`src/hw/core_pkg.sv`:
```
package core_pkg;

    localparam int xlen = 32;
    localparam int pair_width = 64;
    localparam int num_regs = 32;

    localparam logic [xlen-1:0] pc_step = xlen'(8);
    localparam logic [xlen-1:0] reset_pc = '0;

    typedef logic [4:0] reg_addr_t;

    // Major opcodes in instruction bits 31:26.
    typedef enum logic [5:0] {
        op_rtype = 6'h00,
        op_addi  = 6'h08,
        op_slti  = 6'h0a,
        op_andi  = 6'h0c,
        op_ori   = 6'h0d,
        op_xori  = 6'h0e,
        op_sw    = 6'h2b
    } opcode_e;

    // R-type function field in bits 5:0.
    typedef enum logic [5:0] {
        fn_add = 6'h20,
        fn_sub = 6'h22,
        fn_and = 6'h24,
        fn_or  = 6'h25,
        fn_xor = 6'h26,
        fn_nor = 6'h27,
        fn_slt = 6'h2a
    } funct_e;

    typedef enum logic [2:0] {
        alu_add = 3'd0,
        alu_sub = 3'd1,
        alu_and = 3'd2,
        alu_or  = 3'd3,
        alu_xor = 3'd4,
        alu_nor = 3'd5,
        alu_slt = 3'd6
    } alu_op_e;

endpackage

```
`src/hw/operand_forward.sv`:
```
module operand_forward import core_pkg::*; (
    input  reg_addr_t       rs,
    input  reg_addr_t       rt,
    input  logic [xlen-1:0] rf_src1,
    input  logic [xlen-1:0] rf_src2,
    input  logic            use_imm,
    input  logic [xlen-1:0] imm,
    input  logic            ex_we_p1,
    input  reg_addr_t       ex_dest_p1,
    input  logic [xlen-1:0] ex_result_p1,
    input  logic            ex_we_p2,
    input  reg_addr_t       ex_dest_p2,
    input  logic [xlen-1:0] ex_result_p2,
    input  logic            mem_we_p1,
    input  reg_addr_t       mem_dest_p1,
    input  logic [xlen-1:0] mem_result_p1,
    input  logic            mem_we_p2,
    input  reg_addr_t       mem_dest_p2,
    input  logic [xlen-1:0] mem_result_p2,
    input  logic            wb_we_p1,
    input  reg_addr_t       wb_dest_p1,
    input  logic [xlen-1:0] wb_result_p1,
    input  logic            wb_we_p2,
    input  reg_addr_t       wb_dest_p2,
    input  logic [xlen-1:0] wb_result_p2,
    output logic [xlen-1:0] op1,
    output logic [xlen-1:0] op2,
    output logic [xlen-1:0] store_data
);

    // Ordered oldest first so a later match overrides an earlier one.
    logic      [5:0]            fw_we;
    reg_addr_t [5:0]            fw_dest;
    logic      [5:0][xlen-1:0]  fw_val;
    logic      [xlen-1:0]       src2;

    assign fw_we = {ex_we_p2, ex_we_p1, mem_we_p2, mem_we_p1, wb_we_p2, wb_we_p1};
    assign fw_dest = {ex_dest_p2, ex_dest_p1, mem_dest_p2, mem_dest_p1,
                      wb_dest_p2, wb_dest_p1};
    assign fw_val = {ex_result_p2, ex_result_p1, mem_result_p2, mem_result_p1,
                     wb_result_p2, wb_result_p1};

    function automatic logic [xlen-1:0] resolve(reg_addr_t addr, logic [xlen-1:0] rf_val,
                                                logic [5:0] we, reg_addr_t [5:0] dst,
                                                logic [5:0][xlen-1:0] val);
        logic [xlen-1:0] res;
        res = rf_val;
        for (int i = 0; i < 6; i++) begin
            if (we[i] && dst[i] == addr && addr != '0) res = val[i];
        end
        return res;
    endfunction

    assign op1 = resolve(rs, rf_src1, fw_we, fw_dest, fw_val);
    assign src2 = resolve(rt, rf_src2, fw_we, fw_dest, fw_val);
    assign op2 = use_imm ? imm : src2;
    assign store_data = src2; // sw writes rt.

endmodule

```
`config.mk`:
```
export PLATFORM = sky130hd
export DESIGN_NAME = operand_forward
export DESIGN_NICKNAME = d
export VERILOG_FILES = /design/src/hw/core_pkg.sv /design/src/hw/operand_forward.sv
export SDC_FILE = /design/constraint.sdc
export NUM_CORES = 1
export LEC_CHECK = 0
export ABC_CLOCK_PERIOD_IN_PS = 2300
export BUFFER_PORTS_ARGS = -buffer_cell sky130_fd_sc_hd__buf_2
export CORE_AREA = 2 2 170 172
export DETAILED_ROUTE_END_ITERATION = 7
export DIE_AREA = 0 0 172 174
export GPL_ROUTABILITY_DRIVEN = 0
export SLEW_MARGIN = 20
export SYNTH_ARGS = -nofsm -noshare
export SYNTH_HDL_FRONTEND = slang
export SYNTH_SLANG_ARGS = --single-unit
```
`constraint.sdc`:
```
create_clock -name vclk -period 2.3
set_input_delay 0.115 -clock vclk [all_inputs]
set_output_delay 0.115 -clock vclk [all_outputs]
set_load 0.02 [all_outputs]
```
==> impl_metrics.ini <==
[outcome]
outcome = complete, but fails checks
violations = negative setup slack

[pwr]
p_clk_frac = 0
pwr-share-seq = 0
p_comb_frac = 1.000
p_leak_nw = 4.94
power_density_mw_per_mm2 = 207
switchingPower_mw = 1.24
switching_share = 0.516
ir_drop_mv = 0.122
p_int_mw = 1.16

[routing]
routed-wl-met2_um = 19400
avgRoutedWirePerCell_um = 23.2
drcViolationCount = 0
wl_met3_um = 2720
first_pass_iters = 5
vias = 9197
highest_layer = met5
drt-vias-per-instance = 5.38
ant_nets = 0
first_iter_violations = 572
wl_met1_um = 16100
wirelength_um = 39700

[setup_path]
crit_top_cell = buf_4
path_cells = buf_8 > or4_4 > buf_4 > nor2_4 > buf_4 > nand4b_4 > buf_12 > o221ai_1 > a221oi_2 > o31ai_2 > buf_4
crit_path_max_fanout = 16
cp.buffers_inverters = 5
path_depth = 11
cp.arrival_ns = 2.50
endpoint_kind = primary output
required_ns = 2.18
cpPeakStageDelay_ns = 0.57
cp_slowest_cell = or4_4
timing_worst_setup_path_type = primary input to primary output
crit_path_start_kind = primary input
cp_top_family = simple AND/OR/NAND/NOR gates

[global_route]
grt_pass1_vias = 9157
antenna_found_initial = 6
grt_max_degree = 65
grt_overflow = 0
grt_util_all_layers = 0.232
grt_first_pass_wirelength_um = 53300

[die]
die_h_um = 174
core_area_sq_mm = 0.0282
io_pins = 431
initial_utilization = 0.191
die_area_sq_mm = 0.0299
row_count = 62
die_w_um = 172

[finish]
multi_input_area_sq_mm = 0.00630
nFillCells = 2848
drive_gt1_frac = 0.665
seq_cells = 0
n_clock_buffer = 0
finalNetCount = 1660
stdcell_area_sq_mm = 0.0116
area_delta_synth_final_pct = 115
regArea_sq_um = 0

[flow_run]
maxCapViolations = 0

[timing]
fin_crit_sh = 1.14
slew-limit-headroom = 0.574
fmaxAchievable_ghz = 0.382
fin_crit_ns = 2.62
finalHoldViolCount = 0
setup_viol = 80
drv_slew = 0
rsz0062_at_grt = true
worst_slew_pin_slew_ns = 0.634
finalWorstSetupSlack_ns = -0.319

[placement]
port_buffers = 431
pre_cts_ws_ns = -0.423
post_dp_cell_area_sq_mm = 0.00939
dp_hpwl_um = 28900

[synth]
avgSynthCellArea_sq_um = 6.87
ys_types = 44
synth_area_sq_mm = 0.00538
synth-warning-count = 0
synth_seq_area_share = 0
netlist_instances = 784
syn-num-nets = 1119

[min_path]
hold_start = ex_result_p2[26]
hp-class = primary input to primary output
hold_end = store_data[26]
holdPathStages = 4
cell usage after synthesis (3+ instances only):
cell type,count,share of area
o22ai_1,32,0.037
a21oi_1,33,0.031
xnor2_1,36,0.059
xor2_1,22,0.036
nand4_1,6,0.0070
nor4_1,5,0.0058
o21a_1,32,0.045
o211ai_1,34,0.047
nand3_1,4,0.0037
nor3_1,3,0.0028
a311oi_1,32,0.052
nand2_1,138,0.096
clkbuf_1,61,0.043
buf_2,21,0.020
o31ai_1,64,0.089
o221ai_1,32,0.052
mux2_2,63,0.13
and3_1,31,0.036
buf_4,5,0.0070
nor2_1,37,0.026
buf_6,5,0.010
nand2b_1,31,0.036
a221oi_2,30,0.084
or4_1,3,0.0042
cell type report:
class	count	share of cell area
well taps	384	0.0414
repair buffers	631	0.414
inverters	2	0.000647
diodes	4	0.000863
multi-input cells	690	0.543
placed cells by master, fill, tap and decap left out, types with 8 or more instances in the layout:
master / count
buf_8: 11
nand2b_1: 31
a311oi_2: 15
and3_1: 25
a21oi_2: 8
a21oi_1: 20
a221oi_2: 11
o211ai_1: 34
a311oi_4: 13
xnor2_1: 32
a221oi_4: 19
buf_12: 34
o31ai_2: 52
buf_6: 47
clkbuf_16: 8
o21a_1: 32
nand2_1: 136
xor2_1: 22
o22ai_1: 31
buf_4: 191
mux2_2: 59
o221ai_1: 20
nor2_1: 35
o221ai_2: 12
buf_2: 336
o31ai_4: 11
cells by family after synthesis:
family / synth area share
xor+xnor: 0.0944
mux: 0.132
compound gates: 0.449
simple gates: 0.244
buf+inv: 0.0809
how the worst max path moves through the flow:
stage                     startpoint            end  slack [ns]
after global routing           rt[4]        op2[17]       -0.35
after floorplan                rt[2]         op2[0]       -0.01
after detailed placement       rs[4]        op1[30]       -0.42
after global placement         rs[4]        op1[30]       -0.35
final                          rt[2]  store_data[7]       -0.32
after CTS                      rt[0]  store_data[5]       -0.28
stage by stage:
stage | instances | hold WS (ns) | power (mW) | setup TNS, ns | util
2_1_floorplan | 784 | 0.401 | 1.01 | -0.0155 | -
3_3_place_gp | 1657 | 0.594 | 1.93 | -24.16 | 0.333
3_5_place_dp | 1657 | 0.597 | 1.94 | -28.76 | 0.333
4_1_cts | 1692 | 0.579 | 2.20 | -13.65 | 0.378
5_1_grt | 1711 | 0.613 | 2.52 | -19.88 | 0.411
6_report | 1711 | 0.583 | 2.40 | -13.78 | 0.411
routing by layer:
| layer | global-route usage | vias to the layer above |
|---|---|---|
| li1 | - | 4147 |
| met1 | 0.288 | 4432 |
| met3 | 0.0271 | 82 |
| met2 | 0.415 | 532 |
| met5 | 0 | - |
| met4 | 0.0735 | 4 |
power by group through the flow:
| stage | logic, mW | clock network [mW] | registers (mW) |
|---|---|---|---|
| 2_1_floorplan | 1.01 | 0 | 0 |
| 3_3_place_gp | 1.93 | 0 | 0 |
| 3_5_place_dp | 1.94 | 0 | 0 |
| 4_1_cts | 2.20 | 0 | 0 |
| 5_1_grt | 2.52 | 0.000000233 | 0 |
| 6_report | 2.40 | 0.000000233 | 0 |
what timing repair did:
action                                  4_1_cts  5_1_grt
resized for setup                           200      121
endpoints found under the setup margin       96       95
cloned                                        6        8
pin swaps                                    52       86
buffers inserted                             37       20
hold buffers                                  0        0
Power figures use the tool's default switching activity.
