## src/hw/core_pkg.sv

```systemverilog
package core_pkg;

    localparam int xlen = 32;
    localparam int pair_width = 64;
    localparam int num_regs = 32;

    localparam logic [xlen-1:0] pc_step = xlen'(8);
    localparam logic [xlen-1:0] reset_pc = '0;

    typedef logic [4:0] reg_addr_t;

    // Major opcodes in instruction bits 31:26.
    typedef enum logic [5:0] {
        op_rtype = 6'h00,
        op_addi  = 6'h08,
        op_slti  = 6'h0a,
        op_andi  = 6'h0c,
        op_ori   = 6'h0d,
        op_xori  = 6'h0e,
        op_sw    = 6'h2b
    } opcode_e;

    // R-type function field in bits 5:0.
    typedef enum logic [5:0] {
        fn_add = 6'h20,
        fn_sub = 6'h22,
        fn_and = 6'h24,
        fn_or  = 6'h25,
        fn_xor = 6'h26,
        fn_nor = 6'h27,
        fn_slt = 6'h2a
    } funct_e;

    typedef enum logic [2:0] {
        alu_add = 3'd0,
        alu_sub = 3'd1,
        alu_and = 3'd2,
        alu_or  = 3'd3,
        alu_xor = 3'd4,
        alu_nor = 3'd5,
        alu_slt = 3'd6
    } alu_op_e;

endpackage

```

## src/hw/reg_file.sv

```systemverilog
module reg_file import core_pkg::*; (
    input  logic                       clk,
    input  logic                       arst_n,
    input  reg_addr_t [3:0]            rd_addr,
    output logic      [3:0][xlen-1:0]  rd_data,
    input  logic                       wr_en_p1,
    input  logic                       wr_en_p2,
    input  reg_addr_t                  wr_addr_p1,
    input  reg_addr_t                  wr_addr_p2,
    input  logic      [xlen-1:0]       wr_data_p1,
    input  logic      [xlen-1:0]       wr_data_p2
);

    logic [num_regs-1:0][xlen-1:0] regs;

    // Lane 2 is written last, so it wins on a shared address.
    always_ff @(posedge clk or negedge arst_n) begin
        if (!arst_n) begin
            regs <= '0;
        end else begin
            if (wr_en_p1 && wr_addr_p1 != '0) begin
                regs[wr_addr_p1] <= wr_data_p1;
            end
            if (wr_en_p2 && wr_addr_p2 != '0) begin
                regs[wr_addr_p2] <= wr_data_p2;
            end
        end
    end

    always_comb begin
        for (int i = 0; i < 4; i++) begin
            rd_data[i] = (rd_addr[i] == '0) ? '0 : regs[rd_addr[i]];
        end
    end

endmodule

```

## config.mk

```make
export PLATFORM = sky130hd
export DESIGN_NAME = reg_file
export DESIGN_NICKNAME = d
export VERILOG_FILES = /design/src/hw/core_pkg.sv /design/src/hw/reg_file.sv
export SDC_FILE = /design/constraint.sdc
export NUM_CORES = 2
export LEC_CHECK = 0
export BUFFER_PORTS_ARGS = -buffer_cell sky130_fd_sc_hd__buf_2
export CAP_MARGIN = 20
export CORE_MARGIN = 3
export CORE_UTILIZATION = 26
export DETAILED_ROUTE_END_ITERATION = 10
export GPL_TIMING_DRIVEN = 1
export PLACE_DENSITY = 0.49
export SYNTH_ARGS = -nofsm -noshare
export SYNTH_HDL_FRONTEND = slang
export SYNTH_SLANG_ARGS = --single-unit
```

## constraint.sdc

```tcl
create_clock -name clk -period 2.32 [get_ports clk]
set_clock_uncertainty 0.2 [all_clocks]
set_input_delay 0 -clock clk [delete_from_list [all_inputs] [get_ports clk]]
set_output_delay 0 -clock clk [all_outputs]
set_load 0.05 [all_outputs]
```

==> reports/qor.yml <==
run_status:
  status: "finished with violations"
  violations: "setup timing"
cts:
  htreeDepth: 4
  clk_pin_slew_ns: 0.06
  clock_latency_ns: 0.83
  ctsRootBufferMaster: "clkbuf_16"
  clock_path_buffers: 3
  clock_sinks: 1024
  cts_tree: "built"
  cts_made_buffers: 131
detailed_routing:
  drcViolationCount: 0
  drt_iter0_drc: 12596
  first_pass_iters: 9
  wl_per_cell_um: 38.33
  wl_um: 470300
  routed-via-count: 78615
  vias_per_cell: 6.408
  drt.antenna.violating_nets: 0
global_route:
  grt.total_usage: 0.2867
  grt_pass1_wl_um: 637000
  grt_pass1_vias: 75429
  antenna_found_initial: 35
  grt_overflow_total: 0
  grt_max_degree: 116
placement:
  routabilityCongestion: 0.9875
  placed_area_um2: 95100
  numPortBuffers: 225
  placed_cells: 11672
  dp_hpwl_um: 298000
synth:
  synth_area_um2: 79790
  synth_mux_area_frac: 0.3973
  ys_seq_area_frac: 0.3212
  yosysWarnings: 0
  synthTopCellsByArea: "dfrtp_1, mux4_2, mux2i_1"
  synth_top_family_by_area: "multiplexers"
  synth.distinct_cells: 45
  syn_avg_cell_area_um2: 10.63
  synthSimpleGateAreaFrac: 0.07284
  synth_cells: 7506
  yosysTopAreaCellShare: 0.3212
  synth_edf_count: 0
  yosys.area_share.adder: 0
  post-synth-top-area-cell: "dfrtp_1"
  synthXorXnorAreaFrac: 0
  synth_compound_area_frac: 0.1544
  syn-num-nets: 7604
  ys_async_sr_fraction: 1.000
  ys_seq_elements: 1024
  synthFlopType: "dfrtp_1"
pwr:
  pwr-share-clk: 0.250
  pwr_density_cell_nw_per_um2: 784.9
  peakVddDrop_mv: 0.7152
  combPwrFrac: 0.403
  intPower_mw: 51.96
  p_switching_mw: 31.45
  power_switching_share: 0.3770
  p_seq_frac: 0.346
  p_leak_nw: 43.69
sta:
  holdWs_ns: 0.04864
  tightest_slew_ns: 1.067
  period_share: 1.280
  finalSetupTns_ns: -63.62
  slew_violations: 0
  setup_viol: 128
  max-slew-margin-rel: 0.2867
  min_period_ns: 2.970
  finalHoldViolCount: 0
  grt_setup_unrepaired: "yes"
  max_freq_ghz: 0.3367
  setup_slack_ns: -0.6498
worst_setup_path:
  critical-path-max-stage-delay_ns: 0.52
  cp_max_fo: 5
  cp-end-kind: "output port"
  cp-startpoint: "regs[373]"
  worstPathRequired_ns: 2.12
  crit_chain: "mux4_2 > nor2b_1 > a211oi_2 > a311oi_4 > buf_12"
  worstReg2RegStart: "regs[386]"
  path_delay_family: "compound AO/OA/AOI/OAI gates"
  critPathSlowestCell: "mux4_2"
  critPathKind: "reg -> out"
  worstPathArrival_ns: 2.77
  crit_buf_inv: 1
  reg2reg_setup_slack_ns: 0.42
  cp-start-kind: "flop"
final_layout:
  regMostFlops: "regs"
  drive_gt1_frac: 0.3871
  area.growth.synth_to_final_pct: 33.18
  fin_cells: 12269
  fin_nets: 8176
  fin_util: 0.3495
  final_cell_area_um2: 106300
  top_regs: "regs (1024)"
  largest_register_ffs: 1024
die:
  die-width_um: 560.0
  die_area_um2: 313600
  ios: 226
  start_util: 0.2624
  rows: 202
  die_y_um: 560.0
  core-area_um2: 304000
worst_hold_path:
  hold_class: "in -> reg"
  hp-start: "wr_addr_p2[3]"
flow_run:
  cap_violations: 0
==> per-stage QoR <==
stage	power [mW]	setup WS, ns
floorplan	44.69	0.1869
global placement	56.05	-0.3369
detailed placement	56.88	-0.3469
CTS	81.10	-0.6210
global route	86.04	-0.7240
finish	83.41	-0.6498
==> repair_timing <==
action | CTS | global route
pin swaps | 178 | 127
hold endpoints to repair | 2016 | 195
setup buffers | 223 | 70
hold buffers | 112 | 3
cloned | 0 | 4
endpoints found under the setup margin | 128 | 145
gates resized for setup | 635 | 320
==> layout make-up <==
class / instances / area, µm²
fill: 29654 / 197800
multi-input combinational: 5485 / 54710
sequential: 1024 / 25770
timing repair buffer: 1432 / 16460
tap: 4080 / 5105
clock buffer: 184 / 3794
clock inverter: 39 / 346.6
antenna: 21 / 52.55
inverter: 4 / 22.52
==> placed cells by master (no fill, tap or decap), types with 32 or more instances in the layout <==
| master | netlist | layout |
|---|---|---|
| mux2i_1 | 1223 | 1222 |
| dfrtp_1 | 1024 | 909 |
| mux4_2 | 800 | 800 |
| buf_4 | 31 | 744 |
| nand2_1 | 740 | 721 |
| o21ai_0 | 697 | 557 |
| a21oi_1 | 416 | 416 |
| buf_12 | 0 | 406 |
| nor2_1 | 414 | 388 |
| a32oi_1 | 217 | 217 |
| clkbuf_16 | 0 | 147 |
| dfrtp_2 | 0 | 115 |
| dlygate4sd3_1 | 0 | 109 |
| o21ai_1 | 79 | 106 |
| o21ai_2 | 0 | 81 |
| a211oi_2 | 0 | 78 |
| buf_2 | 283 | 78 |
| mux2_4 | 0 | 76 |
| nor2b_1 | 107 | 72 |
| a22oi_1 | 128 | 71 |
| buf_6 | 15 | 69 |
| o221ai_1 | 64 | 64 |
| a22oi_2 | 0 | 57 |
| mux2_2 | 128 | 52 |
| a311oi_4 | 0 | 51 |
| a221oi_2 | 0 | 50 |
| a311oi_2 | 0 | 45 |
| a211oi_4 | 0 | 42 |
| a221oi_1 | 104 | 38 |
| nand4_1 | 37 | 37 |
| nor2_4 | 0 | 34 |
| o21ai_4 | 0 | 32 |
==> path summary, 6_finish.rpt <==
| kind | cells past startpoint | to |
|---|---|---|
| worst max-delay path | 5 | rd_data[117] |
| worst min-delay path | 6 | regs[129] |
| worst max register to register | 6 | regs[386] |
| worst min register to register | 0 | regs[30] |
| max in group asynchronous | 5 | regs[345] |
| min in group asynchronous | 4 | regs[384] |
==> Yosys cell counts (12+ instances only) <==
cell / instances
clkbuf_1: 643
a311oi_1: 96
mux2i_1: 1223
nand2_1: 740
buf_1: 20
nor2_2: 12
o21ai_1: 79
buf_4: 31
o221ai_1: 64
nor2b_1: 107
nor2_1: 414
dfrtp_1: 1024
a22oi_1: 128
a211oi_1: 128
a21oi_1: 416
mux2_2: 128
o2111ai_1: 24
o21ai_0: 697
buf_2: 283
nand4_1: 37
mux4_2: 800
a221oi_1: 104
a32oi_1: 217
buf_6: 15
==> per-layer routing <==
metal	up-vias	track usage	part of all wire
met5	-	0.002287	0.00063
met4	13	0.1948	0.082
met3	1739	0.1067	0.14
met2	7117	0.3952	0.40
met1	39568	0.3695	0.37
li1	30178	-	-
==> power by group through the flow <==
stage | sequential, mW | combinational, mW | clock (mW)
final | 28.9 | 33.6 | 20.9
after global placement | 28.5 | 27.6 | 0
after floorplan | 26.4 | 18.3 | 0
after detailed placement | 28.8 | 28.0 | 0
after global routing | 29.2 | 35.2 | 21.6
after CTS | 28.3 | 31.9 | 21.0
==> worst min-delay path, delay by kind of cell <==
family	cells	cell delay, ns
buffers and inverters	2	0.44
AO/OA/AOI/OAI	1	0.07
AND/OR/NAND/NOR	3	0.51
==> logic make-up after synthesis <==
family,count (synthesis)
simple gates,1380
buf+inv,997
flops,1024
mux,2151
compound gates,1954
Power figures use the tool's default switching activity.
