## config.mk

```make
export PLATFORM = sky130hd
export DESIGN_NAME = lane_backend
export DESIGN_NICKNAME = d
export VERILOG_FILES = /design/src/hw/core_pkg.sv /design/src/hw/alu.sv /design/src/hw/lane_backend.sv
export SDC_FILE = /design/constraint.sdc
export NUM_CORES = 1
export LEC_CHECK = 0
export ABC_CLOCK_PERIOD_IN_PS = 4550
export BUFFER_PORTS_ARGS = -buffer_cell sky130_fd_sc_hd__buf_4
export CORE_MARGIN = 3
export CORE_UTILIZATION = 27
export CTS_BUF_LIST = sky130_fd_sc_hd__clkbuf_16
export DETAILED_ROUTE_END_ITERATION = 6
export GPL_TIMING_DRIVEN = 0
export SLEW_MARGIN = 20
export SYNTH_ARGS = -nofsm -noshare
export SYNTH_HDL_FRONTEND = slang
export SYNTH_SLANG_ARGS = --single-unit
```

## constraint.sdc

```tcl
create_clock -name clk -period 4.55 [get_ports clk]
set_input_delay 0.455 -clock clk [delete_from_list [all_inputs] [get_ports clk]]
set_output_delay 0.455 -clock clk [all_outputs]
set_load 0.005 [all_outputs]
```

## src/hw/core_pkg.sv

```systemverilog
package core_pkg;

    localparam int xlen = 32;
    localparam int pair_width = 64;
    localparam int num_regs = 32;

    localparam logic [xlen-1:0] pc_step = xlen'(8);
    localparam logic [xlen-1:0] reset_pc = '0;

    typedef logic [4:0] reg_addr_t;

    // Major opcodes in instruction bits 31:26.
    typedef enum logic [5:0] {
        op_rtype = 6'h00,
        op_addi  = 6'h08,
        op_slti  = 6'h0a,
        op_andi  = 6'h0c,
        op_ori   = 6'h0d,
        op_xori  = 6'h0e,
        op_sw    = 6'h2b
    } opcode_e;

    // R-type function field in bits 5:0.
    typedef enum logic [5:0] {
        fn_add = 6'h20,
        fn_sub = 6'h22,
        fn_and = 6'h24,
        fn_or  = 6'h25,
        fn_xor = 6'h26,
        fn_nor = 6'h27,
        fn_slt = 6'h2a
    } funct_e;

    typedef enum logic [2:0] {
        alu_add = 3'd0,
        alu_sub = 3'd1,
        alu_and = 3'd2,
        alu_or  = 3'd3,
        alu_xor = 3'd4,
        alu_nor = 3'd5,
        alu_slt = 3'd6
    } alu_op_e;

endpackage

```

## src/hw/alu.sv

```systemverilog
module alu import core_pkg::*; (
    input  logic [xlen-1:0] a,
    input  logic [xlen-1:0] b,
    input  alu_op_e         op,
    output logic [xlen-1:0] y
);

    logic lt;

    assign lt = $signed(a) < $signed(b);

    always_comb begin
        case (op)
            alu_add: y = a + b;
            alu_sub: y = a - b;
            alu_and: y = a & b;
            alu_or:  y = a | b;
            alu_xor: y = a ^ b;
            alu_nor: y = ~(a | b);
            alu_slt: y = {{(xlen-1){1'b0}}, lt}; // Signed compare.
            default: y = '0;
        endcase
    end

endmodule

```

## src/hw/lane_backend.sv

```systemverilog
module lane_backend import core_pkg::*; #(
    parameter bit has_store = 1'b0
) (
    input  logic            clk,
    input  logic            arst_n,
    input  logic [xlen-1:0] op1,
    input  logic [xlen-1:0] op2,
    input  logic [xlen-1:0] store_data,
    input  alu_op_e         alu_op,
    input  reg_addr_t       dest,
    input  logic            reg_write,
    input  logic            store,
    output logic            ex_we,
    output logic            mem_we,
    output logic            wb_we,
    output reg_addr_t       ex_dest,
    output reg_addr_t       mem_dest,
    output reg_addr_t       wb_dest,
    output logic [xlen-1:0] ex_result,
    output logic [xlen-1:0] mem_result,
    output logic [xlen-1:0] wb_result,
    output logic            mem_write,
    output logic [xlen-1:0] data_adr,
    output logic [xlen-1:0] data_out
);

    logic [xlen-1:0] idex_a;
    logic [xlen-1:0] idex_b;
    alu_op_e         idex_op;

    always_ff @(posedge clk or negedge arst_n) begin
        if (!arst_n) begin
            idex_a <= '0;
            idex_b <= '0;
            idex_op <= alu_add;
            ex_dest <= '0;
            ex_we <= 1'b0;
            mem_result <= '0;
            mem_dest <= '0;
            mem_we <= 1'b0;
            wb_result <= '0;
            wb_dest <= '0;
            wb_we <= 1'b0;
        end else begin
            idex_a <= op1;        // ID/EX.
            idex_b <= op2;
            idex_op <= alu_op;
            ex_dest <= dest;
            ex_we <= reg_write;
            mem_result <= ex_result; // EX/MEM.
            mem_dest <= ex_dest;
            mem_we <= ex_we;
            wb_result <= mem_result; // MEM/WB.
            wb_dest <= mem_dest;
            wb_we <= mem_we;
        end
    end

    alu u_alu (
        .a  (idex_a),
        .b  (idex_b),
        .op (idex_op),
        .y  (ex_result)
    );

    assign data_adr = has_store ? mem_result : '0;

    if (has_store) begin : g_store
        logic            idex_store;
        logic [xlen-1:0] idex_sd;
        logic            exmem_store;
        logic [xlen-1:0] exmem_sd;

        always_ff @(posedge clk or negedge arst_n) begin
            if (!arst_n) begin
                idex_store <= 1'b0;
                idex_sd <= '0;
                exmem_store <= 1'b0;
                exmem_sd <= '0;
            end else begin
                idex_store <= store;
                idex_sd <= store_data;
                exmem_store <= idex_store;
                exmem_sd <= idex_sd;
            end
        end

        assign mem_write = exmem_store;
        assign data_out = exmem_sd;
    end else begin : g_no_store
        assign mem_write = 1'b0;
        assign data_out = '0;

        // Stores only issue in the lane with the data port.
        a_no_store: assert property (@(posedge clk) disable iff (!arst_n) !store)
            else $error("store decoded in a lane without a data port");
    end

endmodule

```

==> flow_metrics.env <==
export IMPL_status="complete, no violations"
export IMPL_whs_ps=113
export IMPL_numCtsBuffers=17
export IMPL_initial_core_util_pct=27.7
export IMPL_nNetsFinal=1585
export IMPL_hpwlAfterDp_mm=26.6
export IMPL_numPortBuffers=188
export IMPL_cts_root_buf="clkbuf_16"
export IMPL_fmax_ghz=0.225
export IMPL_grt_max_degree=87
export IMPL_yosysUniqueCellTypes=80
export IMPL_critPathCaptureType="output port"
export IMPL_layout_area_overhead_vs_synth_pct=32.6
export IMPL_yosysTopAreaCell="dfrtp_1"
export IMPL_fin_worst_skew_ps=12.7
export IMPL_yosysTopAreaCellShare_pct=37.5
export IMPL_drv_slew=0
export IMPL_wl_per_cell_um=18.7
export IMPL_vias=8881
export IMPL_cts_tree="done"
export IMPL_ys_ff_latch=149
export IMPL_fp_dieW_um=198
export IMPL_worst_ep_required_time_ps=4090
export IMPL_syn_cell_area_sq_um=9940
export IMPL_fp_dieH_um=198
export IMPL_arrival_ps=4000
export IMPL_cpMaxStageDelayCell="or4b_1"
export IMPL_cp_buffers_inverters=3
export IMPL_cp_cell_sequence="inv_1 > ha_1 > buf_6 > or2_1 > nor3_4 > or4b_1 > a21oi_2 > a211oi_4 > o311ai_1 > a21oi_1 > mux2i_1 > o2bb2ai_2 > buf_4"
export IMPL_grt_pass1_vias=8520
export IMPL_setup_tns_ps=0
export IMPL_synth_area_leaders="dfrtp_1 38%, ha_1 13%, buf_4 5.3%"
export IMPL_h_tree_depth=4
export IMPL_synth_edf_count=0
export IMPL_cp_start_kind="register"
export IMPL_rows=69
export IMPL_clkTransAtPathRegs_ps=70
export IMPL_wl_mm=34.5
export IMPL_min_path_type="input port to register"
export IMPL_vias_per_cell=4.82
export IMPL_io_pins=287
export IMPL_ys_seq_area_share_pct=37.5
export IMPL_worst_slack_ps=98.8
export IMPL_grt_pass1_wl_mm=50.1
export IMPL_grt_overflow=0
export IMPL_avgSynthCellArea_sq_um=9.22
export IMPL_drt_iter0_drc=726
export IMPL_die_area_sq_um=39200
export IMPL_vdd_drop_max_mv=0.234
export IMPL_slowest_delay_ps=560
export IMPL_place_area_sq_um=12200
export IMPL_final_area_sq_um=13200
export IMPL_drtPass1Iterations=6
export IMPL_syn_instance_count=1078
export IMPL_hold_viol=0
export IMPL_antenna_found_initial=0
export IMPL_grt_use_total_pct=16.9
export IMPL_async_flop_share_pct=100
export IMPL_drive_above_1_share_pct=27.9
export IMPL_period_needed_ps=4450
export IMPL_layout_commonest_cell="buf_4"
export IMPL_tightest_slew_ps=936
export IMPL_antenna_cells=0
export IMPL_yosysWarnings=0
export IMPL_core_sq_um=35900
export IMPL_ant_nets=0
export IMPL_clk_path_buf_depth=2
export IMPL_power_density_nw_per_um2=313
export IMPL_postLayoutCoreUtil_pct=36.7
export IMPL_fillers=3689
export IMPL_ys_flop_type="dfrtp_1"
export IMPL_final_cell_mix="273 x buf_4, 148 x dfrtp_1, 100 x ha_1"
export IMPL_gp_congestion=0.924
export IMPL_clock_sinks=149
export IMPL_worstSetupPathType="register to output port"
export IMPL_max_cap_violations=0
export IMPL_drc=0
export IMPL_place_ws_ps=287
export IMPL_crit_family="compound AO/OA/AOI/OAI gates"
export IMPL_final_period_utilization_pct=97.8
export IMPL_slew_headroom_pct=36.9
export IMPL_rsz0062_at_grt="false"
export IMPL_leakagePower_nw=6.40
export IMPL_path_max_fanout=10
export IMPL_clk_latency_ps=440
export IMPL_finalSetupViolCount=0
## cell usage after synthesis (9+ instances only)
cell	n
a211oi_1	10
a21boi_0	12
a21o_1	11
a21oi_1	73
a31oi_1	12
buf_4	70
clkbuf_1	21
clkbuf_8	15
dfrtp_1	149
ha_1	106
inv_1	93
mux2i_1	10
nand2_1	87
nand3_1	10
nor2_1	91
nor2b_1	9
nor3_1	22
o211ai_1	18
o21ai_0	78
o21bai_1	10
xnor2_1	20
## layout make-up
cell class	count	area, sq um	area share (%)
inverters	93	349	2.65
clock inverters	15	166	1.26
well taps	461	577	4.38
flip-flops and latches	149	3730	28.3
clock buffers	17	425	3.23
multi-input cells	779	5410	41.1
repair buffers	208	1600	12.1
plain buffers	121	925	7.02
## per-stage QoR
step           power, W  cells
2_1_floorplan   0.00214   1142
6_report        0.00412   1843
4_1_cts         0.00412   1825
3_5_place_dp    0.00265   1792
3_3_place_gp    0.00263   1791
5_1_grt         0.00435   1843
## power by group
group	internal [W]	total (W)	switching, W
registers	0.00144	0.00150	0.0000630
clock network	0.000854	0.00143	0.000579
logic	0.000535	0.00119	0.000654
total	0.00283	0.00412	0.00130
## path summary, 6_finish.rpt
kind	slack, ps	depth (start not counted)	endpoint	start
setup / recovery	100	13	ex_result[29]	idex_a[8]
hold / removal	110	1	idex_b[26]	op2[26]
setup reg to reg	990	14	mem_result[20]	idex_a[0]
hold reg to reg	370	0	mem_dest[1]	ex_dest[1]
max in group asynchronous	3190	3	idex_a[3]	arst_n
min in group asynchronous	540	2	mem_dest[0]	arst_n
## per-layer routing
metal	GRT usage [%]	vias up	wire, um
met5	0	-	0
li1	-	4168	-
met1	22.2	4259	15000
met4	7.47	0	1160
met3	3.98	58	2590
met2	26.6	396	15800
## flip-flops by register name, indices dropped and copies added, names as in the netlist
signal / count
idex_a: 32
idex_b: 32
mem_result: 32
wb_result: 32
ex_dest: 5
mem_dest: 5
wb_dest: 5
idex_op: 3
ex_we: 1
mem_we: 1
wb_we: 1
## timing repair
action	4_1_cts	5_1_grt
hold buffers	1	0
buffers inserted	0	18
endpoints found under the setup margin	7	12
pin swaps	2	16
endpoints found under the hold margin	63	0
resized for setup	6	45
## cell families (layout without fill, tap and decap cells)
family	after synthesis	count (layout)	share of synthesized area (%)
compound gates	308	308	20.6
flops	149	149	37.5
fa+ha+maj	108	108	13.7
xor+xnor	24	24	2.11
other cells	1	65	0.0377
buf+inv	214	454	12.8
simple gates	263	263	12.1
mux	11	11	1.12
Power figures use the tool's default switching activity.
