--- config.mk ---
export PLATFORM = sky130hd
export DESIGN_NAME = fetch_unit
export DESIGN_NICKNAME = d
export VERILOG_FILES = /design/src/hw/core_pkg.sv /design/src/hw/fetch_unit.sv
export SDC_FILE = /design/constraint.sdc
export NUM_CORES = 1
export LEC_CHECK = 0
export ABC_AREA = 1
export BUFFER_PORTS_ARGS = -buffer_cell sky130_fd_sc_hd__buf_2
export CORE_ASPECT_RATIO = 0.6
export CORE_MARGIN = 2
export CORE_UTILIZATION = 44
export DETAILED_ROUTE_END_ITERATION = 6
export PLACE_DENSITY = 0.78
export RECOVER_POWER = 25
export SLEW_MARGIN = 10
export SYNTH_ARGS = -nofsm -noshare
export SYNTH_HDL_FRONTEND = slang
export SYNTH_SLANG_ARGS = --single-unit
--- constraint.sdc ---
create_clock -name clk -period 1.5 [get_ports clk]
set_input_delay 0.225 -clock clk [delete_from_list [all_inputs] [get_ports clk]]
set_output_delay 0.225 -clock clk [all_outputs]
set_load 0.01 [all_outputs]
--- src/hw/core_pkg.sv ---
package core_pkg;

    localparam int xlen = 32;
    localparam int pair_width = 64;
    localparam int num_regs = 32;

    localparam logic [xlen-1:0] pc_step = xlen'(8);
    localparam logic [xlen-1:0] reset_pc = '0;

    typedef logic [4:0] reg_addr_t;

    // Major opcodes in instruction bits 31:26.
    typedef enum logic [5:0] {
        op_rtype = 6'h00,
        op_addi  = 6'h08,
        op_slti  = 6'h0a,
        op_andi  = 6'h0c,
        op_ori   = 6'h0d,
        op_xori  = 6'h0e,
        op_sw    = 6'h2b
    } opcode_e;

    // R-type function field in bits 5:0.
    typedef enum logic [5:0] {
        fn_add = 6'h20,
        fn_sub = 6'h22,
        fn_and = 6'h24,
        fn_or  = 6'h25,
        fn_xor = 6'h26,
        fn_nor = 6'h27,
        fn_slt = 6'h2a
    } funct_e;

    typedef enum logic [2:0] {
        alu_add = 3'd0,
        alu_sub = 3'd1,
        alu_and = 3'd2,
        alu_or  = 3'd3,
        alu_xor = 3'd4,
        alu_nor = 3'd5,
        alu_slt = 3'd6
    } alu_op_e;

endpackage

--- src/hw/fetch_unit.sv ---
module fetch_unit import core_pkg::*; (
    input  logic                  clk,
    input  logic                  arst_n,
    input  logic [pair_width-1:0] inst,
    output logic [xlen-1:0]       inst_adr,
    output logic [xlen-1:0]       id_inst_p1,
    output logic [xlen-1:0]       id_inst_p2
);

    logic [xlen-1:0] pc;
    logic [xlen-1:0] pc_next;

    assign pc_next = pc + pc_step; // The PC only steps without branches.
    assign inst_adr = pc;

    always_ff @(posedge clk or negedge arst_n) begin
        if (!arst_n) begin
            pc <= reset_pc;
        end else begin
            pc <= pc_next;
        end
    end

    // IF/ID pair register.
    // A cleared word decodes as a no-op.
    always_ff @(posedge clk or negedge arst_n) begin
        if (!arst_n) begin
            id_inst_p1 <= '0;
            id_inst_p2 <= '0;
        end else begin
            id_inst_p1 <= inst[xlen-1:0];      // Low word.
            id_inst_p2 <= inst[2*xlen-1:xlen]; // High word.
        end
    end

endmodule

==> results of run 1 <==
==> layout by cell type (no fill, tap or decap) <==
cell type      instances
dlygate4sd3_1         65
nand3_1                5
conb_1                 3
clkbuf_1               8
buf_2                151
clkbuf_16              9
o21ai_0                1
bufinv_16              2
clkinvlp_4             1
xnor2_1                4
nand2_2                4
clkinv_4               1
nor2_1                28
and2_1                 3
inv_6                  2
nor2_4                 4
inv_1                 13
dfrtp_1               93
nor2_2                 4
buf_12                 1
nand2_1               74
nand3b_1               8
xor2_1                11
ha_2                   1
==> worst max-delay path, stage by stage, from the launching register on <==
cell and delay (ns):
dfrtp_1 0.39, ha_2 0.21, nand2_2 0.07, nor2_4 0.13, nand2_2 0.12, nor2_4 0.18, nand2_1 0.06, nand2_1 0.05
nand2_1 0.05
==> per-stage QoR <==
step	util	instance area [µm²]	hold WS [ns]	total power, mW	setup WS, ns
after floorplan	-	3140	-0.0706	2.72	0.154
after global placement	0.595	4040	0.0553	2.93	0.156
after detailed placement	0.595	4040	0.0554	2.94	0.119
after CTS	0.737	5000	0.00584	5.50	0.108
after global routing	0.737	5000	0.438	5.67	0.00214
final	0.737	5000	0.425	5.49	0.122
==> how the worst max path moves through the flow <==
stage | to | slack (ns) | cells past startpoint
2_1_floorplan | inst_adr[27]$_DFF_PN0_ | 0.15 | 8
3_3_place_gp | inst_adr[27]$_DFF_PN0_ | 0.16 | 8
6_report | inst_adr[23]$_DFF_PN0_ | 0.12 | 8
4_1_cts | inst_adr[23]$_DFF_PN0_ | 0.11 | 8
3_5_place_dp | inst_adr[23]$_DFF_PN0_ | 0.12 | 8
5_1_grt | inst_adr[27]$_DFF_PN0_ | 0.002 | 8
==> where the power goes <==
group	internal (mW)	leakage, nW	switching [mW]
logic	0.231	1.23	0.194
registers	2.59	1.14	0.0310
clock network	1.48	0.154	0.967
==> repair_timing <==
item | 4_1_cts | 5_1_grt
hold buffers | 64 | 1
resized for setup | 0 | 1
endpoints found under the setup margin | 0 | 3
hold endpoints to repair | 71 | 1
==> logic make-up (layout without fill, tap and decap cells) <==
family,after synthesis,in the layout,share of synthesized area
AO/OA/AOI/OAI,1,1,0.00160
XOR/XNOR,15,15,0.0419
adder cells (fa/ha/maj),1,1,0.00399
buffers and inverters,16,253,0.0228
flip-flops,93,93,0.743
other,1,3,0.00120
AND/OR/NAND/NOR,130,130,0.186
==> per-layer routing <==
layer	wire length, µm	global-route usage	part of all wire
met1	3660	0.293	0.40
met5	0	0	0
met3	630	0.0726	0.068
met2	4740	0.431	0.51
met4	193	0.0921	0.021
==> area by class of cell <==
class / instances / area, µm² / area share
Clock buffer: 10 / 229 / 0.0458
Clock inverter: 6 / 93.8 / 0.0188
Inverter: 13 / 48.8 / 0.00975
Multi-Input combinational cell: 150 / 744 / 0.149
Sequential cell: 93 / 2330 / 0.465
Tap cell: 87 / 109 / 0.0217
Timing Repair Buffer: 224 / 1450 / 0.290
==> sequential cells by signal (all words and copies together), names as in the netlist <==
register    cells
id_inst_p2     32
id_inst_p1     32
inst_adr       29
==> flow_summary.ini, run 1 <==
[power_and_ir_drop]
p_leak_nw = 2.52
power.density_nw_per_um2 = 1100
peakVddDrop_mv = 0.856

[cts]
cts_root_buf = clkbuf_16
insertion_delay_ns = 0.34
clk_pin_slew_ns = 0.07
cts_max_path_buffers = 2
cts_tree = yes
numCtsBuffers = 9
clock_sinks = 93
cts_setup_buffers = 0
cts.htree.levels = 3

[die]
dieArea_um2 = 7830
dieWidth_um = 113
rows = 23
chipHeight_um = 69.4
start_util = 0.461
pin_count = 162
coreArea_um2 = 6790

[grt]
grt_pass1_vias = 2821
track_usage = 0.247
grt.overflow.total = 0
grt_pass1_wl_um = 14500
antenna_found_initial = 0
grt_start_max_net_pins = 86

[placement]
io_buffers = 158
dp_hpwl_um = 5480
gp_congestion = 0.813
dp_cells = 502

[routing]
antenna_left = 0
drt_iter0_drc = 210
route.detailed.drc = 12
wl_um = 9230
drtPass1Iterations = 6
num_vias = 2663
wl_per_cell_um = 15.8
avgViaCountPerCell = 4.57

[setup_path]
crit_type = flop to flop
required_ns = 1.73
rrSetupSlack_ns = 0.12
reg2reg_to = inst_adr[23]$_DFF_PN0_
timing.critical_path.to_type = flop
startpoint = inst_adr[3]$_DFF_PN0_
critPathMaxFanout = 5
r2r_cells = 8
r2r-start = inst_adr[3]$_DFF_PN0_
arrival_ns = 1.61
critPathLaunchType = flop

[timing]
finalSetupTns_ns = 0
setup_viol = 0
final_hold_viol_count = 0
worstMarginPinSlew_ns = 0.574
min_period_over_period = 0.919
min_period_ns = 1.38
rsz0062_at_grt = false
drv_slew = 0
fmax_ghz = 0.726
slew_headroom = 0.617
finalClockSkew_ns = 0.00475

[synth]
synth_commonest_cells = dfrtp_1 (93), nand2_1 (74), nor2_1 (28)
ys_warn_count = 0
ys.flop_type = dfrtp_1
synth_area_leaders = dfrtp_1 (74%), nand2_1 (8.9%), nor2_1 (3.4%), xor2_1 (3.1%), nand3b_1 (1.9%)
synth_edf_count = 0
synth_cells = 257
synth.most_common_cell = dfrtp_1
synth-seq-cells = 93
syn_avg_cell_area_um2 = 12.2
yosys.area.top_type = dfrtp_1
syn_area_um2 = 3130
synth_seq_area_share = 0.743
synthDistinctLibCells = 16
yosysTopAreaCellShare = 0.743
async_flop_share = 1.00

[flow_run]
maxCapViolations = 0

[layout]
area_delta_synth_final_pct = 59.7
layout-drive-gt1-share = 0.363
final_cells = 583
nets = 558
diodes = 0
fillers = 465

[min_path]
min_path_type = input port to async pin

[outcome]
status = finished, violations left
violations = design-rule violations
Power figures use the tool's default switching activity.
==> inputs of run 2 (changes only) <==
Settings changed: CORE_UTILIZATION 44 to 48, PLACE_DENSITY 0.78 to not set, PLACE_DENSITY_LB_ADDON set to 0.1.
Clock period 1.5 ns to 1.75 ns, I/O delays scaled along.
==> run 2 against run 1 <==
  * The run now ends clean
  * Non-clock buffer count is 1 higher
  * Setup slack improved by 0.21 ns
  * Clock skew up 0.0072 ns
  * Final area down 2.6%
  * Via count fell by 1.6%
  * Critical path depth unchanged
  * Flip-flop and latch count is the same
  * Critical endpoint is now inst_adr[27]$_DFF_PN0_
==> flow_summary.ini, run 2 (same netlist as run 1, synthesis figures left out) <==
[outcome]
status = finished, final reports clean

[die]
dieArea_um2 = 7210
pin_count = 162
chipHeight_um = 66.6
dieWidth_um = 108
rows = 22
start_util = 0.504
coreArea_um2 = 6220

[layout]
final-seq-area_um2 = 2330
layout-drive-gt1-share = 0.366
multiInputGateArea_um2 = 742
layout_commonest_cell = buf_2
nets = 559
fillers = 415
final_cells = 581
area_delta_synth_final_pct = 55.6
final_area_um2 = 4880
post-route-util = 0.784
diodes = 0
layout_common_cells = buf_2 (150), dfrtp_1 (93), nand2_1 (74), dlygate4sd3_1 (65), nor2_1 (28)

[timing]
setup_viol = 0
finalSetupTns_ns = 0
fin_ws_ns = 0.329
fmax_ghz = 0.704
min_period_ns = 1.42
finalClockSkew_ns = 0.0119
slew_headroom = 0.456
worstMarginPinSlew_ns = 0.816
rsz0062_at_grt = false
fin_hold_ws_ns = 0.518
drv_slew = 0
final_hold_viol_count = 0
min_period_over_period = 0.812

[placement]
gp_congestion = 0.854
dp_hpwl_um = 5580
io_buffers = 158
dpl_cell_area_um2 = 4040
pre_cts_slack_ns = 0.336
dp_cells = 500

[grt]
use_met2 = 0.443
grt_start_max_net_pins = 49
grtUsageMet1 = 0.315
gr-max-usage-layer = met2
grt_use_met3 = 0.0871
grt_pass1_wl_um = 13700
grt_pass1_vias = 2659
track_usage = 0.260
antenna_found_initial = 0
grt.overflow.total = 0

[setup_path]
reg2reg_to = inst_adr[27]$_DFF_PN0_
crit_cells = 8
cpPeakStageDelay_ns = 0.40
r2r_cells = 8
critPathMaxFanout = 5
crit_type = flop to flop
crit_buf_inv = 0
startpoint = inst_adr[3]$_DFF_PN0_
timing.critical_path.to_type = flop
slowest_stage = dfrtp_1
r2r-start = inst_adr[3]$_DFF_PN0_
path_common_cell = nand2_1
cp_cell_sequence = ha_1 -> nand2_2 -> nor2_4 -> nand2_2 -> nor2_4 -> nand2_1 -> nand2_1 -> nand2_1
critPathLaunchType = flop
crit_path_end = inst_adr[27]$_DFF_PN0_
required_ns = 2.00
rrSetupSlack_ns = 0.33
arrival_ns = 1.67
cpLargestDelayFamily = simple AND/OR/NAND/NOR gates

[cts]
insertion_delay_ns = 0.35
clk_pin_slew_ns = 0.09
cts.htree.levels = 3
cts_tree = yes
cts_root_buf = clkbuf_8
numCtsBuffers = 9
clock_sinks = 93
cts_setup_buffers = 0
cts_max_path_buffers = 2

[routing]
avgViaCountPerCell = 4.51
drtPass1Iterations = 5
antenna_left = 0
wl_per_cell_um = 15.8
wl_um = 9180
num_vias = 2620
drt_iter0_drc = 128
route.detailed.drc = 0

[power_and_ir_drop]
p_leak_nw = 2.47
peakVddDrop_mv = 0.747
power.density_nw_per_um2 = 815
power_mw = 3.98

[flow_run]
maxCapViolations = 0

[min_path]
hp-start = inst_adr[31]$_DFF_PN0_
min_path_type = flop to flop
run 2: cell types whose count changed in the layout (fill, tap and decap cells not counted), sizes merged:
cell | before | now
inv | 15 | 16
clkinvlp | 1 | 0
clkinv | 1 | 4
bufinv | 2 | 0
run 2: what timing repair did:
item                      CTS  global route
hold buffers               54            11
gates resized for setup     0             0
hold endpoints to repair   82            11
run 2: power breakdown:
| part | internal (mW) | switching (mW) |
|---|---|---|
| Clock | 0.551 | 0.813 |
| Sequential | 2.22 | 0.0219 |
| Combinational | 0.200 | 0.168 |
run 2: worst min-delay path by stage:
stage          cells after the start                        to  slack, ns
2_1_floorplan                      0   id_inst_p1[0]$_DFF_PN0_      -0.03
6_report                           2    inst_adr[31]$_DFF_PN0_       0.52
3_3_place_gp                       1   id_inst_p2[5]$_DFF_PN0_       0.22
5_1_grt                            2  id_inst_p1[23]$_DFF_PN0_       0.54
3_5_place_dp                       1   id_inst_p2[5]$_DFF_PN0_       0.23
4_1_cts                            1  id_inst_p1[20]$_DFF_PN0_    0.00005
run 2: tightest hold or removal path: cells and delay by family, from the launching register on:
kind,cells,cell delay (ns)
DFF,1,0.38
and+or+nand+nor,2,0.10
run 2: cell type report:
cell class / count / area share
clock inverter: 7 / 0.0139
tap: 84 / 0.0216
timing repair buffer: 225 / 0.300
clock buffer: 9 / 0.0254
multi-input combinational: 150 / 0.152
inverter: 13 / 0.0100
sequential: 93 / 0.477
run 2: routing by layer:
metal / vias to the layer above / part of all wire
li1: 1252 / -
met1: 1245 / 0.40
met3: 18 / 0.077
met4: 0 / 0.020
met5: - / 0
met2: 105 / 0.50
==> inputs of run 3 (changes only) <==
Settings changed: ABC_AREA 1 to 0, CORE_UTILIZATION 48 to 39.
Clock period 1.75 ns to 1.3 ns, I/O delays scaled along.
==> run 3 against run 2 <==
  * The flow now finishes with violations (negative setup slack)
  * Count of clock-buffer cells in the layout is 2 higher
  * Total power grew 50%
  * Non-clock buffer count up 51
  * Die area rose by 14%
  * Cell count fell by 1.0%
  * First-iteration DRC count unchanged
  * Wire length shrank 8.5%
  * Largest power group unchanged
  * Synthesized cell count is 29% lower
  * Combinational power increased by 34%
  * Final area is 12% higher
==> flow_summary.ini, run 3 <==
[outcome]
status = finished, violations left
violations = negative setup slack

[min_path]
min_path_type = input port to async pin

[timing]
finalClockSkew_ns = 0.00378
drv_slew = 0
setup_viol = 21
finalSetupTns_ns = -4.23
fin_ws_ns = -0.361
min_period_over_period = 1.28
rsz0062_at_grt = true
final_hold_viol_count = 0
min_period_ns = 1.66
fmax_ghz = 0.602

[die]
start_util = 0.402
dieArea_um2 = 8230
coreArea_um2 = 7270
pin_count = 162
chipHeight_um = 71.1
rows = 24
dieWidth_um = 116

[grt]
grt.overflow.total = 0
grt_pass1_vias = 2708
grt_start_max_net_pins = 37
grt_pass1_wl_um = 13400
antenna_found_initial = 0
track_usage = 0.216

[cts]
cts.htree.levels = 3
numCtsBuffers = 9
cts_root_buf = clkbuf_16
clk_pin_slew_ns = 0.06
insertion_delay_ns = 0.33
cts_tree = yes
clock_sinks = 93
cts_max_path_buffers = 2

[synth]
ys.flop_type = dfrtp_1
synth_seq_area_share = 0.796
synth_commonest_cells = dfrtp_1 (93), xor2_1 (16), nand2_1 (11)
synth_cells = 183
synthDistinctLibCells = 24
synth_edf_count = 0
syn_avg_cell_area_um2 = 16.0
synth.most_common_cell = dfrtp_1
ys_warn_count = 0
synth-seq-cells = 93
yosys.area.top_type = dfrtp_1
synth_area_leaders = dfrtp_1 (80%), xor2_1 (4.8%), xnor2_1 (3.0%), nor3_1 (1.5%), nand2_1 (1.4%)
async_flop_share = 1.00
yosysTopAreaCellShare = 0.796
syn_area_um2 = 2920

[layout]
nets = 533
layout_common_cells = buf_2 (152), dfrtp_1 (91), dlygate4sd3_1 (65), buf_4 (44), xor2_1 (16)
fillers = 477
final-seq-area_um2 = 2330
area_delta_synth_final_pct = 86.5
multiInputGateArea_um2 = 769
diodes = 0
layout_commonest_cell = buf_2
layout-drive-gt1-share = 0.541
final_cells = 575

[setup_path]
critPathMaxFanout = 2
critPathLaunchType = flop
cpLargestDelayFamily = simple AND/OR/NAND/NOR gates
cpPeakStageDelay_ns = 0.53
crit_type = flop to flop
timing.critical_path.to_type = flop
required_ns = 1.52
cp_cell_sequence = ha_2 -> nand3_2 -> or2_4 -> or4b_4 -> xnor2_2
slowest_stage = or4b_4
arrival_ns = 1.88
crit_buf_inv = 0

[routing]
wl_um = 8410
drtPass1Iterations = 4
num_vias = 2466
wl_met3_um = 629
drt_iter0_drc = 128
wl_per_cell_um = 14.6
antenna_left = 0
route.detailed.drc = 0
avgViaCountPerCell = 4.29
dr_wl_met2_um = 4310
maxUsedRoutingLayer = met4
wl_met1_um = 3400

[power_and_ir_drop]
power_mw = 5.96
internal_power_mw = 4.67
switchingPower_mw = 1.29
combPwrFrac = 0.083
pwr-share-clk = 0.411
swShare = 0.217
power.density_nw_per_um2 = 1090
seqPwrFrac = 0.507
p_leak_nw = 2.98
peakVddDrop_mv = 0.956

[flow_run]
maxCapViolations = 0

[placement]
dp_cells = 485
pre_cts_slack_ns = -0.374
gp_congestion = 0.798
dp_hpwl_um = 5040
io_buffers = 158
==> run 3: cell types whose count changed after synthesis, moves of 3 or more <==
cell      previous run  this run
xnor2_1              4        10
nand2_1             74        11
nor2_2               4         0
inv_1               13         6
nor2_4               4         0
nor3_1               0         9
nor4_1               0         6
nand3b_1             8         0
nor2_1              28         5
nand2_2              4         0
xor2_1              11        16
and4_1               0         3
==> run 3: cell type report <==
cell class                 count  area share
timing repair buffer         276       0.351
multi-input combinational     80       0.141
sequential                    93       0.427
tap                          104      0.0239
clock buffer                  11      0.0464
inverter                       6     0.00413
clock inverter                 5     0.00643
==> run 3: final timing paths <==
check                                  startpoint  slack (ns)  cells past startpoint                  endpoint
setup / recovery            inst_adr[4]$_DFF_PN0_       -0.36                      5    inst_adr[29]$_DFF_PN0_
hold / removal                             arst_n        0.36                      2  id_inst_p1[18]$_DFF_PN0_
setup reg to reg            inst_adr[4]$_DFF_PN0_       -0.36                      5    inst_adr[29]$_DFF_PN0_
hold reg to reg            inst_adr[31]$_DFF_PN0_        0.48                      1    inst_adr[31]$_DFF_PN0_
max in group asynchronous                  arst_n        0.39                      3  id_inst_p2[23]$_DFF_PN0_
min in group clk           inst_adr[31]$_DFF_PN0_        0.48                      1    inst_adr[31]$_DFF_PN0_
==> run 3: metrics by stage <==
step	hold slack, ns	instance area (µm²)	util
2_1_floorplan	-0.101	3030	-
6_report	0.360	5450	0.750
3_3_place_gp	0.188	4260	0.586
3_5_place_dp	0.192	4260	0.586
4_1_cts	0.376	5330	0.733
5_1_grt	0.400	5450	0.750
==> run 3: cell families (layout without fill, tap and decap cells) <==
kind of cell,Yosys count,count (layout),synth area share
buffers and inverters,12,298,0.0218
and+or+nand+nor,49,49,0.0929
DFF,93,93,0.796
xor gates and xnor gates,27,27,0.0835
adders and majority gates,1,1,0.00428
other,1,3,0.00128
==> run 3: routing by layer <==
metal | vias up | track usage
li1 | 1160 | -
met1 | 1203 | 0.255
met2 | 96 | 0.374
met3 | 7 | 0.0797
met4 | 0 | 0.0635
met5 | - | 0
==> run 3: what timing repair did <==
| item | in CTS | in global routing |
|---|---|---|
| setup endpoints to repair | 20 | 22 |
| hold endpoints to repair | 97 | 0 |
| hold buffers | 65 | 0 |
| resized for setup | 19 | 19 |
| pin swaps | 15 | 18 |
| setup buffers | 5 | 6 |
==> run 3: power groups by stage <==
| stage | Sequential, mW | Combinational, mW | Clock (mW) |
|---|---|---|---|
| 2_1_floorplan | 3.13 | 0.0105 | 0 |
| 3_3_place_gp | 3.07 | 0.330 | 0 |
| 3_5_place_dp | 3.07 | 0.337 | 0 |
| 4_1_cts | 3.02 | 0.489 | 2.51 |
| 5_1_grt | 3.03 | 0.537 | 2.65 |
| 6_report | 3.02 | 0.493 | 2.45 |
